--- config.mk ---
export PLATFORM = sky130hd
export DESIGN_NAME = scom_satellite
export DESIGN_NICKNAME = d
export VERILOG_FILES = /design/src/source/scom_bus_pkg.sv /design/src/source/scom_proto_pkg.sv /design/src/source/scom_data_shifter.sv /design/src/source/scom_frame_ctrl.sv /design/src/source/scom_head_shifter.sv /design/src/source/scom_satellite.sv
export VERILOG_INCLUDE_DIRS = /design/src /design/src/include
export SDC_FILE = /design/constraint.sdc
export NUM_CORES = 1
export LEC_CHECK = 0
export BUFFER_PORTS_ARGS = -buffer_cell sky130_fd_sc_hd__buf_2
export CAP_MARGIN = 30
export CORE_MARGIN = 2
export CORE_UTILIZATION = 49
export CTS_CLUSTER_SIZE = 25
export DETAILED_ROUTE_END_ITERATION = 7
export MAX_ROUTING_LAYER = met4
export PLACE_DENSITY = 0.81
export SYNTH_ARGS = -nofsm -noshare
export SYNTH_HDL_FRONTEND = slang
export SYNTH_HIERARCHICAL = 1
export SYNTH_SLANG_ARGS = --single-unit
--- constraint.sdc ---
create_clock -name nclk -period 5.09 [get_ports nclk]
set_input_delay 0.7635 -clock nclk [delete_from_list [all_inputs] [get_ports nclk]]
set_output_delay 0.7635 -clock nclk [all_outputs]
set_load 0.02 [all_outputs]
--- src/include/scom_config.svh ---
// SCOM satellite configuration
// Field widths, data word geometry and the bit counter checkpoints of a frame
`ifndef SCOM_CONFIG_SVH
`define SCOM_CONFIG_SVH

`define SCOM_SATID_BITS 4
`define SCOM_REGID_BITS 6
`define SCOM_DATA_BITS 64
`define SCOM_PAR_GROUP 16
`define SCOM_PAR_BITS 4
`define SCOM_CNT_BITS 7
// Start bit, satellite id, register id, read/not-write and header parity
`define SCOM_HEAD_BITS 13
// Echoed start bit and ids followed by the five status bits
`define SCOM_UL_BITS 16

// Counter value on the last bit of each field
`define SCOM_CNT_EOF_HEAD (`SCOM_HEAD_BITS - 1)
`define SCOM_CNT_EOF_WDATA (`SCOM_CNT_EOF_HEAD + `SCOM_DATA_BITS)
`define SCOM_CNT_EOF_WPAR (`SCOM_CNT_EOF_WDATA + `SCOM_PAR_BITS)
`define SCOM_CNT_EOF_ULHEAD (`SCOM_UL_BITS - 1)
`define SCOM_CNT_RPAR_START (`SCOM_UL_BITS + `SCOM_DATA_BITS)
`define SCOM_CNT_EOF_RDATA (`SCOM_CNT_RPAR_START + `SCOM_PAR_BITS - 1)

`endif

--- src/source/scom_bus_pkg.sv ---
// SCOM local register bus types
// Address, data word, data parity and acknowledge info of the register side
`include "scom_config.svh"

package scom_bus_pkg;

   typedef logic [`SCOM_REGID_BITS-1:0] reg_addr_t;

   typedef logic [`SCOM_DATA_BITS-1:0] data_word_t;

   // One bit per group of SCOM_PAR_GROUP data bits
   typedef logic [`SCOM_PAR_BITS-1:0] par_vec_t;

   // Zero means the register access completed without error
   typedef logic [1:0] ack_info_t;

endpackage

--- src/source/scom_proto_pkg.sv ---
// SCOM serial protocol types
// Frame states, the command bit and the header and status fields of a frame
`include "scom_config.svh"

package scom_proto_pkg;

   // Every code has even parity, so a single flipped state bit shows up
   typedef enum logic [4:0] {
      IDLE         = 5'b00000,
      REC_HEAD     = 5'b00011,
      CHECK_BEFORE = 5'b00101,
      REC_WDATA    = 5'b00110,
      REC_WPAR     = 5'b01001,
      EXE_CMD      = 5'b01010,
      FILLER0      = 5'b01100,
      FILLER1      = 5'b01111,
      GEN_ULINFO   = 5'b10001,
      SEND_ULINFO  = 5'b10010,
      SEND_RDATA   = 5'b10100,
      SEND_0       = 5'b10111,
      SEND_1       = 5'b11000,
      CHECK_WPAR   = 5'b11011,
      NOT_SELECTED = 5'b11110
   } frame_state_e;

   typedef enum logic {
      CMD_WRITE = 1'b0,
      CMD_READ  = 1'b1
   } cmd_e;

   typedef logic [`SCOM_SATID_BITS-1:0] sat_id_t;
   typedef logic [`SCOM_HEAD_BITS-1:0] head_t;
   typedef logic [`SCOM_UL_BITS-`SCOM_SATID_BITS-`SCOM_REGID_BITS-2:0] tail_t;

endpackage

--- src/source/scom_data_shifter.sv ---
// SCOM data shifter
// Collects write data and its parity, checks the write parity, and returns
// read data followed by generated group parity, least significant bit first
`include "scom_config.svh"

module scom_data_shifter (
   input  logic                          nclk,
   input  logic                          rst_n,
   input  scom_proto_pkg::frame_state_e  state,
   input  logic                          data_shift,
   input  logic                          par_shift,
   input  logic                          send_par,
   input  logic                          dch,
   input  logic                          sc_ack,
   input  scom_proto_pkg::cmd_e          cmd,
   input  scom_bus_pkg::data_word_t      sc_rdata,
   output scom_bus_pkg::data_word_t      sc_wdata,
   output logic                          sc_wparity,
   output logic                          wpar_err,
   output logic                          data_bit,
   output logic                          par_bit
);

   scom_bus_pkg::data_word_t  data_q;
   scom_bus_pkg::par_vec_t    par_q;
   scom_bus_pkg::par_vec_t    rpar;
   logic                      is_read;
   logic                      sending;
   logic                      data_adv;
   logic                      par_adv;

   assign is_read  = (cmd == scom_proto_pkg::CMD_READ);
   assign sending  = (state == scom_proto_pkg::SEND_RDATA);
   assign data_adv = data_shift | (sending & ~send_par);
   assign par_adv  = par_shift | send_par;

   // Parity bit i covers data bits 16i to 16i+15
   always_comb
   begin
      for (int i = 0; i < `SCOM_PAR_BITS; i++)
         rpar[i] = ^data_q[i*`SCOM_PAR_GROUP +: `SCOM_PAR_GROUP];
   end

   always_ff @(posedge nclk)
   begin
      if (state == scom_proto_pkg::EXE_CMD && sc_ack && is_read)
         data_q <= sc_rdata;
      else if (data_adv)
         data_q <= {dch & ~sending, data_q[`SCOM_DATA_BITS-1:1]};
   end

   // Received write parity is kept on writes and replaced by the
   // generated parity only on reads
   always_ff @(posedge nclk or negedge rst_n)
   begin
      if (!rst_n)
         par_q <= '0;
      else if (state == scom_proto_pkg::FILLER1 && is_read)
         par_q <= rpar;
      else if (par_adv)
         par_q <= {dch & ~send_par, par_q[`SCOM_PAR_BITS-1:1]};
   end

   assign sc_wdata   = data_q;
   assign sc_wparity = ^par_q;
   assign wpar_err   = ^{data_q, par_q};
   assign data_bit   = data_q[0];
   assign par_bit    = par_q[0];

endmodule

--- src/source/scom_frame_ctrl.sv ---
// SCOM frame controller
// Sequences header reception, write data, the register access and the reply
// with a parity protected state code and a bit counter, and drives the
// registered data channel output
`include "scom_config.svh"

module scom_frame_ctrl (
   input  logic                          nclk,
   input  logic                          rst_n,
   input  logic                          active,
   input  logic                          abort,
   input  logic                          dch,
   input  logic                          cch_held,
   input  logic                          match,
   input  logic                          head_err,
   input  scom_proto_pkg::cmd_e          cmd,
   input  logic                          wpar_err,
   input  logic                          ack_err,
   input  logic                          sc_ack,
   input  logic                          ul_bit,
   input  logic                          data_bit,
   input  logic                          par_bit,
   output scom_proto_pkg::frame_state_e  state,
   output logic                          data_shift,
   output logic                          par_shift,
   output logic                          send_par,
   output logic                          sc_req,
   output logic                          dch_out,
   output logic                          state_err
);

   scom_proto_pkg::frame_state_e  state_q;
   scom_proto_pkg::frame_state_e  next_state;
   logic [`SCOM_CNT_BITS-1:0]     cnt_q;
   logic [`SCOM_CNT_BITS-1:0]     cnt_next;
   logic                          is_read;
   logic                          dch_out_next;

   assign is_read = (cmd == scom_proto_pkg::CMD_READ);

   always_comb
   begin
      next_state = state_q;
      case (state_q)
         scom_proto_pkg::IDLE:
            if (dch)
               next_state = scom_proto_pkg::REC_HEAD;
         scom_proto_pkg::REC_HEAD:
            if (cnt_q == `SCOM_CNT_EOF_HEAD)
               next_state = scom_proto_pkg::CHECK_BEFORE;
         scom_proto_pkg::CHECK_BEFORE:
            if (!match)
               next_state = scom_proto_pkg::NOT_SELECTED;
            else if (is_read && head_err)
               next_state = scom_proto_pkg::FILLER0;
            else if (is_read)
               next_state = scom_proto_pkg::EXE_CMD;
            else
               next_state = scom_proto_pkg::REC_WDATA;
         scom_proto_pkg::REC_WDATA:
            if (cnt_q == `SCOM_CNT_EOF_WDATA)
               next_state = scom_proto_pkg::REC_WPAR;
         scom_proto_pkg::REC_WPAR:
            if (cnt_q == `SCOM_CNT_EOF_WPAR)
               next_state = head_err ? scom_proto_pkg::FILLER0 : scom_proto_pkg::CHECK_WPAR;
         scom_proto_pkg::CHECK_WPAR:
            next_state = wpar_err ? scom_proto_pkg::FILLER1 : scom_proto_pkg::EXE_CMD;
         scom_proto_pkg::EXE_CMD:
            if (sc_ack)
               next_state = scom_proto_pkg::FILLER1;
         scom_proto_pkg::FILLER0:
            next_state = scom_proto_pkg::FILLER1;
         scom_proto_pkg::FILLER1:
            next_state = scom_proto_pkg::GEN_ULINFO;
         scom_proto_pkg::GEN_ULINFO:
            next_state = scom_proto_pkg::SEND_ULINFO;
         scom_proto_pkg::SEND_ULINFO:
            // Read data follows only a clean read
            if (cnt_q == `SCOM_CNT_EOF_ULHEAD)
               next_state = (is_read && !ack_err && !head_err) ? scom_proto_pkg::SEND_RDATA
                                                                : scom_proto_pkg::SEND_0;
         scom_proto_pkg::SEND_RDATA:
            if (cnt_q == `SCOM_CNT_EOF_RDATA)
               next_state = scom_proto_pkg::SEND_0;
         scom_proto_pkg::SEND_0:
            next_state = scom_proto_pkg::SEND_1;
         scom_proto_pkg::SEND_1:
            next_state = scom_proto_pkg::IDLE;
         scom_proto_pkg::NOT_SELECTED:
            if (!cch_held)
               next_state = scom_proto_pkg::IDLE;
         default:
            next_state = scom_proto_pkg::IDLE;
      endcase
   end

   // The counter holds the index of the frame bit currently on dch
   always_comb
   begin
      case (state_q)
         scom_proto_pkg::IDLE:
            cnt_next = {{(`SCOM_CNT_BITS-1){1'b0}}, dch};
         scom_proto_pkg::GEN_ULINFO:
            cnt_next = '0;
         scom_proto_pkg::REC_HEAD,
         scom_proto_pkg::CHECK_BEFORE,
         scom_proto_pkg::REC_WDATA,
         scom_proto_pkg::REC_WPAR,
         scom_proto_pkg::SEND_ULINFO:
            cnt_next = cnt_q + 1'b1;
         scom_proto_pkg::SEND_RDATA:
            // Stops on the last read parity bit
            if (cnt_q != `SCOM_CNT_EOF_RDATA)
               cnt_next = cnt_q + 1'b1;
            else
               cnt_next = cnt_q;
         default:
            cnt_next = cnt_q;
      endcase
   end

   always_ff @(posedge nclk or negedge rst_n)
   begin
      if (!rst_n)
      begin
         state_q <= scom_proto_pkg::IDLE;
         cnt_q   <= '0;
      end
      else if (active)
      begin
         state_q <= abort ? scom_proto_pkg::IDLE : next_state;
         cnt_q   <= abort ? '0 : cnt_next;
      end
   end

   assign send_par = (state_q == scom_proto_pkg::SEND_RDATA) && (cnt_q >= `SCOM_CNT_RPAR_START);

   assign dch_out_next = (state_q == scom_proto_pkg::SEND_ULINFO) ? ul_bit :
                         (state_q == scom_proto_pkg::SEND_0)      ? 1'b0 :
                         (state_q == scom_proto_pkg::SEND_1)      ? 1'b1 :
                         (state_q == scom_proto_pkg::SEND_RDATA)  ? (send_par ? par_bit : data_bit) :
                         dch;

   // Not gated by active so that the ring keeps forwarding
   always_ff @(posedge nclk or negedge rst_n)
   begin
      if (!rst_n)
         dch_out <= 1'b0;
      else
         dch_out <= dch_out_next;
   end

   assign state      = state_q;
   assign sc_req     = (state_q == scom_proto_pkg::EXE_CMD);
   assign data_shift = (state_q == scom_proto_pkg::CHECK_BEFORE) ||
                       (state_q == scom_proto_pkg::REC_WDATA);
   assign par_shift  = (state_q == scom_proto_pkg::REC_WPAR);
   assign state_err  = ^state_q;

   a_req_release: assert property (@(posedge nclk) disable iff (!rst_n)
      $fell(sc_req) |-> $past(sc_ack || abort));

   a_cnt_range: assert property (@(posedge nclk) disable iff (!rst_n)
      cnt_q <= `SCOM_CNT_EOF_RDATA);

endmodule

--- src/source/scom_head_shifter.sv ---
// SCOM header shifter
// Captures the frame header, matches the satellite id, checks header parity
// and shifts the echoed header and status bits back out for the reply
`include "scom_config.svh"

module scom_head_shifter (
   input  logic                          nclk,
   input  logic                          rst_n,
   input  scom_proto_pkg::frame_state_e  state,
   input  logic                          dch,
   input  scom_proto_pkg::sat_id_t       sat_id,
   input  logic                          wpar_err,
   input  logic                          sc_ack,
   input  scom_bus_pkg::ack_info_t       sc_ack_info,
   output logic                          match,
   output logic                          head_err,
   output scom_proto_pkg::cmd_e          cmd,
   output scom_bus_pkg::reg_addr_t       sc_addr,
   output logic                          ack_err,
   output logic                          ul_bit
);

   scom_proto_pkg::head_t    head_q;
   scom_proto_pkg::tail_t    tail_q;
   scom_bus_pkg::ack_info_t  ack_q;
   logic                     head_bad_q;
   logic                     par_now;
   logic [3:0]               status;

   // Start bit sits at the top, then satellite id, register id, r/nw, parity
   assign match   = (head_q[`SCOM_HEAD_BITS-2 -: `SCOM_SATID_BITS] == sat_id);
   assign sc_addr = head_q[`SCOM_REGID_BITS+1:2];
   assign cmd     = scom_proto_pkg::cmd_e'(head_q[1]);
   assign par_now = ^head_q[`SCOM_HEAD_BITS-2:0];

   assign head_err = (state == scom_proto_pkg::CHECK_BEFORE) ? par_now : head_bad_q;
   assign ack_err  = |ack_q;
   assign ul_bit   = head_q[`SCOM_HEAD_BITS-1];

   // Ack info goes out least significant bit first
   assign status = {ack_q, wpar_err & (cmd == scom_proto_pkg::CMD_WRITE), ~head_bad_q};

   always_ff @(posedge nclk or negedge rst_n)
   begin
      if (!rst_n)
      begin
         head_q     <= '0;
         tail_q     <= '0;
         ack_q      <= '0;
         head_bad_q <= 1'b0;
      end
      else
      begin
         if ((state == scom_proto_pkg::IDLE && dch) || state == scom_proto_pkg::REC_HEAD)
            head_q <= {head_q[`SCOM_HEAD_BITS-2:0], dch};
         else if (state == scom_proto_pkg::SEND_ULINFO)
            head_q <= {head_q[`SCOM_HEAD_BITS-2:2], tail_q[0], head_q[1:0]};

         if (state == scom_proto_pkg::GEN_ULINFO)
            tail_q <= {^{sat_id, sc_addr, status}, status};
         else if (state == scom_proto_pkg::SEND_ULINFO)
            tail_q <= tail_q >> 1;

         if (state == scom_proto_pkg::EXE_CMD && sc_ack)
            ack_q <= sc_ack_info;
         else if (state == scom_proto_pkg::IDLE)
            ack_q <= '0;

         if (state == scom_proto_pkg::CHECK_BEFORE)
            head_bad_q <= par_now;
         else if (state == scom_proto_pkg::IDLE)
            head_bad_q <= 1'b0;
      end
   end

   // Latched ack info lives only from the acknowledge to the end of a reply
   // that carries no read data
   a_ack_after_exe: assert property (@(posedge nclk) disable iff (!rst_n)
      (ack_q != '0) |-> (state inside {scom_proto_pkg::FILLER1, scom_proto_pkg::GEN_ULINFO,
                                       scom_proto_pkg::SEND_ULINFO, scom_proto_pkg::SEND_0,
                                       scom_proto_pkg::SEND_1, scom_proto_pkg::IDLE}));

endmodule

--- src/source/scom_satellite.sv ---
// SCOM ring satellite
// Receives register access frames on the serial data channel, runs them on
// the local register bus and sends the reply, forwarding the ring otherwise

module scom_satellite (
   input  logic                       nclk,
   input  logic                       rst_n,
   input  scom_proto_pkg::sat_id_t    sat_id,
   input  logic                       scom_dch_in,
   input  logic                       scom_cch_in,
   input  logic                       sc_ack,
   input  scom_bus_pkg::ack_info_t    sc_ack_info,
   input  scom_bus_pkg::data_word_t   sc_rdata,
   input  logic                       fsm_reset,
   output logic                       scom_dch_out,
   output logic                       scom_cch_out,
   output logic                       sc_req,
   output logic                       sc_r_nw,
   output scom_bus_pkg::reg_addr_t    sc_addr,
   output scom_bus_pkg::data_word_t   sc_wdata,
   output logic                       sc_wparity,
   output logic                       scom_err
);

   scom_proto_pkg::frame_state_e  state;
   scom_proto_pkg::cmd_e          cmd;
   logic                          dch_q;
   logic [1:0]                    cch_q;
   logic                          err_q;
   logic                          active;
   logic                          abort;
   logic                          data_shift;
   logic                          par_shift;
   logic                          send_par;
   logic                          match;
   logic                          head_err;
   logic                          ack_err;
   logic                          ul_bit;
   logic                          wpar_err;
   logic                          data_bit;
   logic                          par_bit;
   logic                          state_err;

   always_ff @(posedge nclk or negedge rst_n)
   begin
      if (!rst_n)
      begin
         dch_q <= 1'b0;
         cch_q <= '0;
         err_q <= 1'b0;
      end
      else
      begin
         dch_q <= scom_dch_in;
         cch_q <= {cch_q[0], scom_cch_in};
         // Sticky until reset
         err_q <= err_q | state_err;
      end
   end

   // The FSM only runs while the control line or its recent copies are high
   assign active = scom_cch_in | (|cch_q);
   assign abort  = (cch_q[0] & ~scom_cch_in) | fsm_reset | err_q;

   assign scom_cch_out = cch_q[0];
   assign scom_err     = err_q;
   assign sc_r_nw      = (cmd == scom_proto_pkg::CMD_READ);

   scom_frame_ctrl u_frame_ctrl (
      .nclk       (nclk),
      .rst_n      (rst_n),
      .active     (active),
      .abort      (abort),
      .dch        (dch_q),
      .cch_held   (cch_q[0]),
      .match      (match),
      .head_err   (head_err),
      .cmd        (cmd),
      .wpar_err   (wpar_err),
      .ack_err    (ack_err),
      .sc_ack     (sc_ack),
      .ul_bit     (ul_bit),
      .data_bit   (data_bit),
      .par_bit    (par_bit),
      .state      (state),
      .data_shift (data_shift),
      .par_shift  (par_shift),
      .send_par   (send_par),
      .sc_req     (sc_req),
      .dch_out    (scom_dch_out),
      .state_err  (state_err)
   );

   scom_head_shifter u_head_shifter (
      .nclk        (nclk),
      .rst_n       (rst_n),
      .state       (state),
      .dch         (dch_q),
      .sat_id      (sat_id),
      .wpar_err    (wpar_err),
      .sc_ack      (sc_ack),
      .sc_ack_info (sc_ack_info),
      .match       (match),
      .head_err    (head_err),
      .cmd         (cmd),
      .sc_addr     (sc_addr),
      .ack_err     (ack_err),
      .ul_bit      (ul_bit)
   );

   scom_data_shifter u_data_shifter (
      .nclk       (nclk),
      .rst_n      (rst_n),
      .state      (state),
      .data_shift (data_shift),
      .par_shift  (par_shift),
      .send_par   (send_par),
      .dch        (dch_q),
      .sc_ack     (sc_ack),
      .cmd        (cmd),
      .sc_rdata   (sc_rdata),
      .sc_wdata   (sc_wdata),
      .sc_wparity (sc_wparity),
      .wpar_err   (wpar_err),
      .data_bit   (data_bit),
      .par_bit    (par_bit)
   );

endmodule

==> run_results.csv, run 1 <==
group,metric,value,unit
status,outcome,"finished clean",
placement,place_hpwl,10.8,mm
grt,grt_util_all_layers,0.222,
setup_path,critical_path_class,"reg -> reg",
setup_path,cp_slowest_stage_delay,690,ps
synthesis,syn_inst,535,
sta,rsz0062_at_grt,"false",
pwr,comb_power_share,0.230,
cts,htreeDepth,3,
sta,finClkSkew,7.84,ps
sta,tns,0,ps
floorplanning,fp.dieW,118,um
detailed_routing,drtAntennaViolNets,0,
pwr,powerDensity,301,nW/um^2
detailed_routing,first_pass_iters,5,
sta,hold_violations,0,
cts,cts_tree,"done",
floorplanning,die_h,118,um
floorplanning,start_util,0.503,
sta,fin_crit_sh,0.623,
pwr,intPower,1.64,mW
synthesis,synth_top_area_frac,0.303,
run,maxCapViolCount,0,
setup_path,critical_path_peak_fanout,66,
sta,slew_violations,0,
synthesis,async_flop_share,0.396,
placement,portBuffers,151,
placement,dp_cells,832,
cts,cts_setup_buffers,0,
detailed_routing,avgRoutedWirePerCell,17.4,um
grt,grt_pass1_wl,24.0,mm
setup_path,worstPathArrival,3160,ps
setup_path,crit_slowest_cell,"buf_4",
pwr,p_sw_frac,0.275,
synthesis,synth_area_leaders,"edfxtp_1 (30%), dfrtp_1 (17%), mux2_2 (13%), xnor2_1 (9.4%), xor2_1 (2.2%)",
setup_path,startpoint_type,"flop",
cts,hold_buffers,0,
cts,clk_pin_slew_worst_paths,70,ps
grt,antenna_found_initial,0,
sta,slew_headroom,0.384,
setup_path,r2r_slack,1920,ps
synthesis,syn_avg_cell_area,11.9,sq um
setup_path,path_cells,"and4b_1 -> nand3_4 -> o211ai_1 -> buf_4",
setup_path,end_kind,"flop",
floorplanning,die-area,13900,sq um
detailed_routing,vias,4672,
cts,root_buffer,"clkbuf_16",
floorplanning,rows,41,
cts,cts_buffer_depth,2,
cts,clock_sinks,106,
synthesis,synthFlopType,"edfxtp_1",
setup_path,required,5080,ps
pwr,ir_drop,0.188,mV
grt,grt_max_degree,67,
cts,ctsResizeCount,0,
synthesis,synth-edff-count,64,
synthesis,yosysUniqueCellTypes,64,
grt,grt.overflow.total,0,
pwr,seq_power_share,0.453,
cts,clock_latency,360,ps
final_layout,fin_nets,759,
detailed_routing,via_per_inst,5.50,
setup_path,r2r_cells,4,
pwr,clkPwrFrac,0.317,
synthesis,ys_ff_latch,106,
floorplanning,core-area,12600,sq um
detailed_routing,drt-initial-drc-count,304,
detailed_routing,postRouteWirelength,14.8,mm
min_path,min-delay-path-class,"in -> async",
final_layout,fillers,1045,
placement,routabilityCongestion,0.912,
floorplanning,ioPinCount,152,
cts,cts_buffers,9,
final_layout,syn_to_final_growth,18.3,%
sta,fmax,316,MHz
pwr,switching_power,0.623,mW
final_layout,layout-drive-gt1-share,0.383,
synthesis,synth_top_area_cell,"edfxtp_1",
sta,tightest_slew,924,ps
sta,setup_viol,0,
final_layout,final-instance-count-excl-fill,849,
pwr,p_leak,3.05,nW
synthesis,synth.net_count,622,
sta,fin_crit,3170,ps
synthesis,synth_area,6350,sq um
detailed_routing,drcViolationCount,0,
synthesis,yosys_warnings,6,
synthesis,ys_seq_area_frac,0.468,
final_layout,diodes,0,
grt,grt_pass1_vias,4778,
==> worst paths after layout <==
check | start | endpoint
min in group nclk | cch_q[0] | cch_q[1]
setup / recovery | u_frame_ctrl/state[3] | u_data_shifter/sc_wdata[25]
hold / removal | rst_n | u_frame_ctrl/dch_out
hold reg to reg | cch_q[0] | cch_q[1]
setup reg to reg | u_frame_ctrl/state[3] | u_data_shifter/sc_wdata[25]
max in group asynchronous | rst_n | u_frame_ctrl/state[0]
==> power groups by stage <==
stage               clock (mW)  combinational [mW]  sequential [mW]
finish                   0.717               0.522             1.03
global placement             0               0.504             1.04
global route             0.766               0.556             1.04
detailed placement           0               0.517             1.05
CTS                      0.735               0.521             1.03
floorplan                    0               0.425             1.03
==> Yosys cell counts (all sizes together), types with 8 or more instances <==
cell type,n
mux2,75
dfrtp,42
a31oi,9
o21ai,26
inv,22
nor2,13
nand3,11
xnor2,68
a21oi,14
ha,11
edfxtp,64
nand2,30
xor2,16
buf,22
mux2i,9
nand2b,8
==> routing by layer <==
metal  wire length, um  global-route usage  part of all wire
met3              1220              0.0499             0.082
met4               315              0.0836             0.021
met1              6050               0.272              0.41
met5                 0                   -                 0
met2              7220               0.360              0.49
==> layout make-up <==
cell class	instances	area, sq um	area share
multi-input combinational	378	3140	0.417
clock buffer	10	229	0.0305
clock inverter	6	72.6	0.00966
sequential	106	2970	0.396
timing repair buffer	155	803	0.107
tap	172	215	0.0287
inverter	22	82.6	0.0110
==> critical path: cells and delay by family (launching register included) <==
family / cells / cell delay, ps
flops: 1 / 640
buf+inv: 1 / 690
compound gates: 1 / 360
simple gates: 2 / 1010
==> cells by family after synthesis <==
| group | Yosys count | share of synthesized area |
|---|---|---|
| AO/OA/AOI/OAI | 86 | 0.0936 |
| multiplexers | 84 | 0.147 |
| AND/OR/NAND/NOR | 109 | 0.0992 |
| XOR/XNOR | 88 | 0.130 |
| adder cells (fa/ha/maj) | 11 | 0.0217 |
| buffers and inverters | 51 | 0.0396 |
| flip-flops | 106 | 0.468 |
==> metrics by stage <==
step	power, mW	utilization	hold slack, ps	instance area [sq um]	setup WS [ps]
2_1_floorplan	1.46	-	450	6350	219
3_3_place_gp	1.54	0.569	450	7180	2050
3_5_place_dp	1.56	0.569	458	7180	1910
4_1_cts	2.28	0.593	488	7480	1910
5_1_grt	2.36	0.595	435	7510	1740
6_report	2.26	0.595	397	7510	1920
==> registers in the layout (all words and copies together) (netlist names), 2 cells and up <==
name	flops
u_data_shifter/sc_wdata	64
u_head_shifter/head_q	13
u_frame_ctrl/cnt_q	7
u_frame_ctrl/state	5
u_head_shifter/tail_q	5
u_data_shifter/par_q	4
cch_q	2
u_head_shifter/ack_q	2
==> layout by cell type (no fill, tap or decap), types with 4 or more instances in the layout <==
master,Yosys,routed
clkbuf_16,0,9
a31oi_1,9,9
xnor2_1,68,68
nand3_1,11,10
inv_1,21,21
mux2_2,75,75
nor2_1,13,13
edfxtp_1,64,64
mux2i_1,9,9
xor2_1,16,16
a21oi_1,14,14
nor3_1,4,4
dfrtp_1,42,42
and3_1,7,7
ha_1,11,11
o21ai_0,23,23
buf_2,12,152
a32o_1,4,4
nand2_1,30,30
nor2b_1,6,6
o211ai_1,7,7
nand2b_1,8,8
No activity file was read; power rests on OpenSTA's default activity.
==> inputs of run 2 (changes only) <==
Clock period 5.09 ns to 2.59 ns, I/O delays scaled along.
==> run 2 against run 1 <==
Net effect: the flow now finishes with violations (setup timing); wire length is 7.3% higher; power rose by 100%; sequential share of layout area fell by 3.7 points; critical path type unchanged; critical endpoint is now u_head_shifter/tail_q[4].
==> run_results.csv, run 2 (synthesized netlist as in run 1, its figures left out) <==
group,metric,value,unit
min_path,holdPathStages,1,
min_path,min-delay-path-class,"in -> reg",
final_layout,final_cell_mix,"buf_2 (151), mux2_2 (75), buf_4 (73)",
sta,tns,-287,ps
cts,root_buffer,"clkbuf_16",
final_layout,design_area,8290,sq um
floorplanning,rows,41,
setup_path,timing.rr.start,"u_data_shifter/sc_wdata[33]",
cts,clock_latency,360,ps
sta,worst_slack,-151,ps
floorplanning,fp.dieW,118,um
cts,cts_buffer_depth,2,
cts,clk_pin_slew_worst_paths,80,ps
detailed_routing,avgRoutedWirePerCell,17.2,um
placement,portBuffers,151,
pwr,finalPower,4.63,mW
sta,rsz0062_at_grt,"true",
setup_path,worstPathArrival,2980,ps
grt,grt_pass1_wl,25.7,mm
sta,finClkSkew,10.2,ps
setup_path,r2r_slack,-150,ps
placement,place_hpwl,11.7,mm
placement,placed_area,7730,sq um
sta,slew_violations,0,
setup_path,required,2830,ps
floorplanning,start_util,0.503,
final_layout,syn_to_final_growth,30.6,%
cts,cts_buffers,9,
grt,grt_pass1_vias,5176,
sta,fin_crit_sh,1.06,
grt,grt_max_degree,65,
sta,tightest_slew,499,ps
detailed_routing,vias,5005,
detailed_routing,postRouteWirelength,15.9,mm
cts,htreeDepth,3,
floorplanning,die_h,118,um
run,maxCapViolCount,0,
final_layout,regArea,2980,sq um
final_layout,fin_nets,832,
floorplanning,core-area,12600,sq um
final_layout,layout-drive-gt1-share,0.477,
cts,clock_sinks,106,
grt,antenna_found_initial,0,
final_layout,multiInputGateArea,3320,sq um
pwr,p_leak,3.53,nW
sta,hold_violations,0,
sta,fmax,365,MHz
grt,grt_util_all_layers,0.238,
status,outcome,"finished with violations",
setup_path,critical_path_class,"reg -> reg",
pwr,powerDensity,559,nW/um^2
setup_path,critical_path_peak_fanout,2,
setup_path,r2r_cells,10,
sta,slew_headroom,0.666,
detailed_routing,drtAntennaViolNets,0,
grt,grt.overflow.total,0,
detailed_routing,drt-initial-drc-count,243,
setup_path,critical_path.startpoint,"u_data_shifter/sc_wdata[33]",
pwr,ir_drop,0.407,mV
detailed_routing,drcViolationCount,0,
floorplanning,ioPinCount,152,
floorplanning,die-area,13900,sq um
sta,fin_crit,2740,ps
setup_path,startpoint_type,"flop",
status,violations,"setup timing",
sta,setup_viol,2,
cts,cts_tree,"done",
setup_path,r2r-end,"u_head_shifter/tail_q[4]",
detailed_routing,first_pass_iters,4,
final_layout,final_common_cell,"buf_2",
final_layout,largest_reg_flops,64,
final_layout,fillers,962,
placement,routabilityCongestion,0.916,
final_layout,diodes,0,
detailed_routing,via_per_inst,5.43,
setup_path,endpoint,"u_head_shifter/tail_q[4]",
setup_path,end_kind,"flop",
final_layout,fin_util,0.657,
[run 2: cell types whose count changed in the layout (fill, tap and decap cells not counted), moves of 2 or more]
cell and delta:
xnor2_2 +18, dfrtp_1 -2, buf_12 +3, xnor2_1 -18, dfrtp_2 +2, buf_4 +71
[run 2: final cells by class]
class                   instances  area share
multi-input cells             378       0.400
flip-flops and latches        106       0.359
repair buffers                228       0.166
clock buffers                   9      0.0272
well taps                     172      0.0260
clock inverters                 7      0.0119
inverters                      22     0.00996
[run 2: critical path: stages (launching register included)]
cell and delay [ps]:
edfxtp_1 440, xnor2_2 270, xnor2_2 120, xnor2_2 220
xnor2_2 160, xnor3_1 460, xnor2_2 200, nand2b_1 130
xnor2_2 150, xnor3_1 230, a32o_1 230
[run 2: how the worst min path moves through the flow]
stage,start,end,slack (ps)
global placement,cch_q[0],cch_q[1],440
floorplan,rst_n,cch_q[0],90
CTS,scom_dch_in,dch_q,140
detailed placement,cch_q[0],cch_q[1],440
finish,scom_dch_in,dch_q,150
global route,scom_dch_in,dch_q,130
[run 2: routing by layer]
metal,global-route usage,vias up,wire length [um]
li1,-,2364,-
met2,0.377,198,7660
met5,-,-,0
met3,0.0586,40,1110
met4,0.0994,0,448
met1,0.292,2403,6680
[run 2: repair_timing]
| item | 4_1_cts | 5_1_grt |
|---|---|---|
| endpoints found under the hold margin | 0 | 13 |
| setup endpoints to repair | 3 | 6 |
| setup buffers | 0 | 7 |
| resized for setup | 6 | 16 |
| hold buffers | 0 | 1 |
| pin swaps | 12 | 14 |
[run 2: report_power, final]
part           leakage, nW  switching, mW  internal, mW
registers             1.12          0.109          1.88
logic                 2.25          0.513         0.616
clock network        0.158          0.656         0.857
total                 3.53           1.28          3.35
[run 2: stage by stage]
| step | instances | setup WS, ps | hold WS [ps] |
|---|---|---|---|
| floorplan | 535 | -1990 | 92.9 |
| detailed placement | 897 | -205 | 444 |
| global route | 922 | -288 | 130 |
| finish | 922 | -151 | 152 |
| CTS | 913 | -197 | 136 |
| global placement | 897 | -65.2 | 435 |
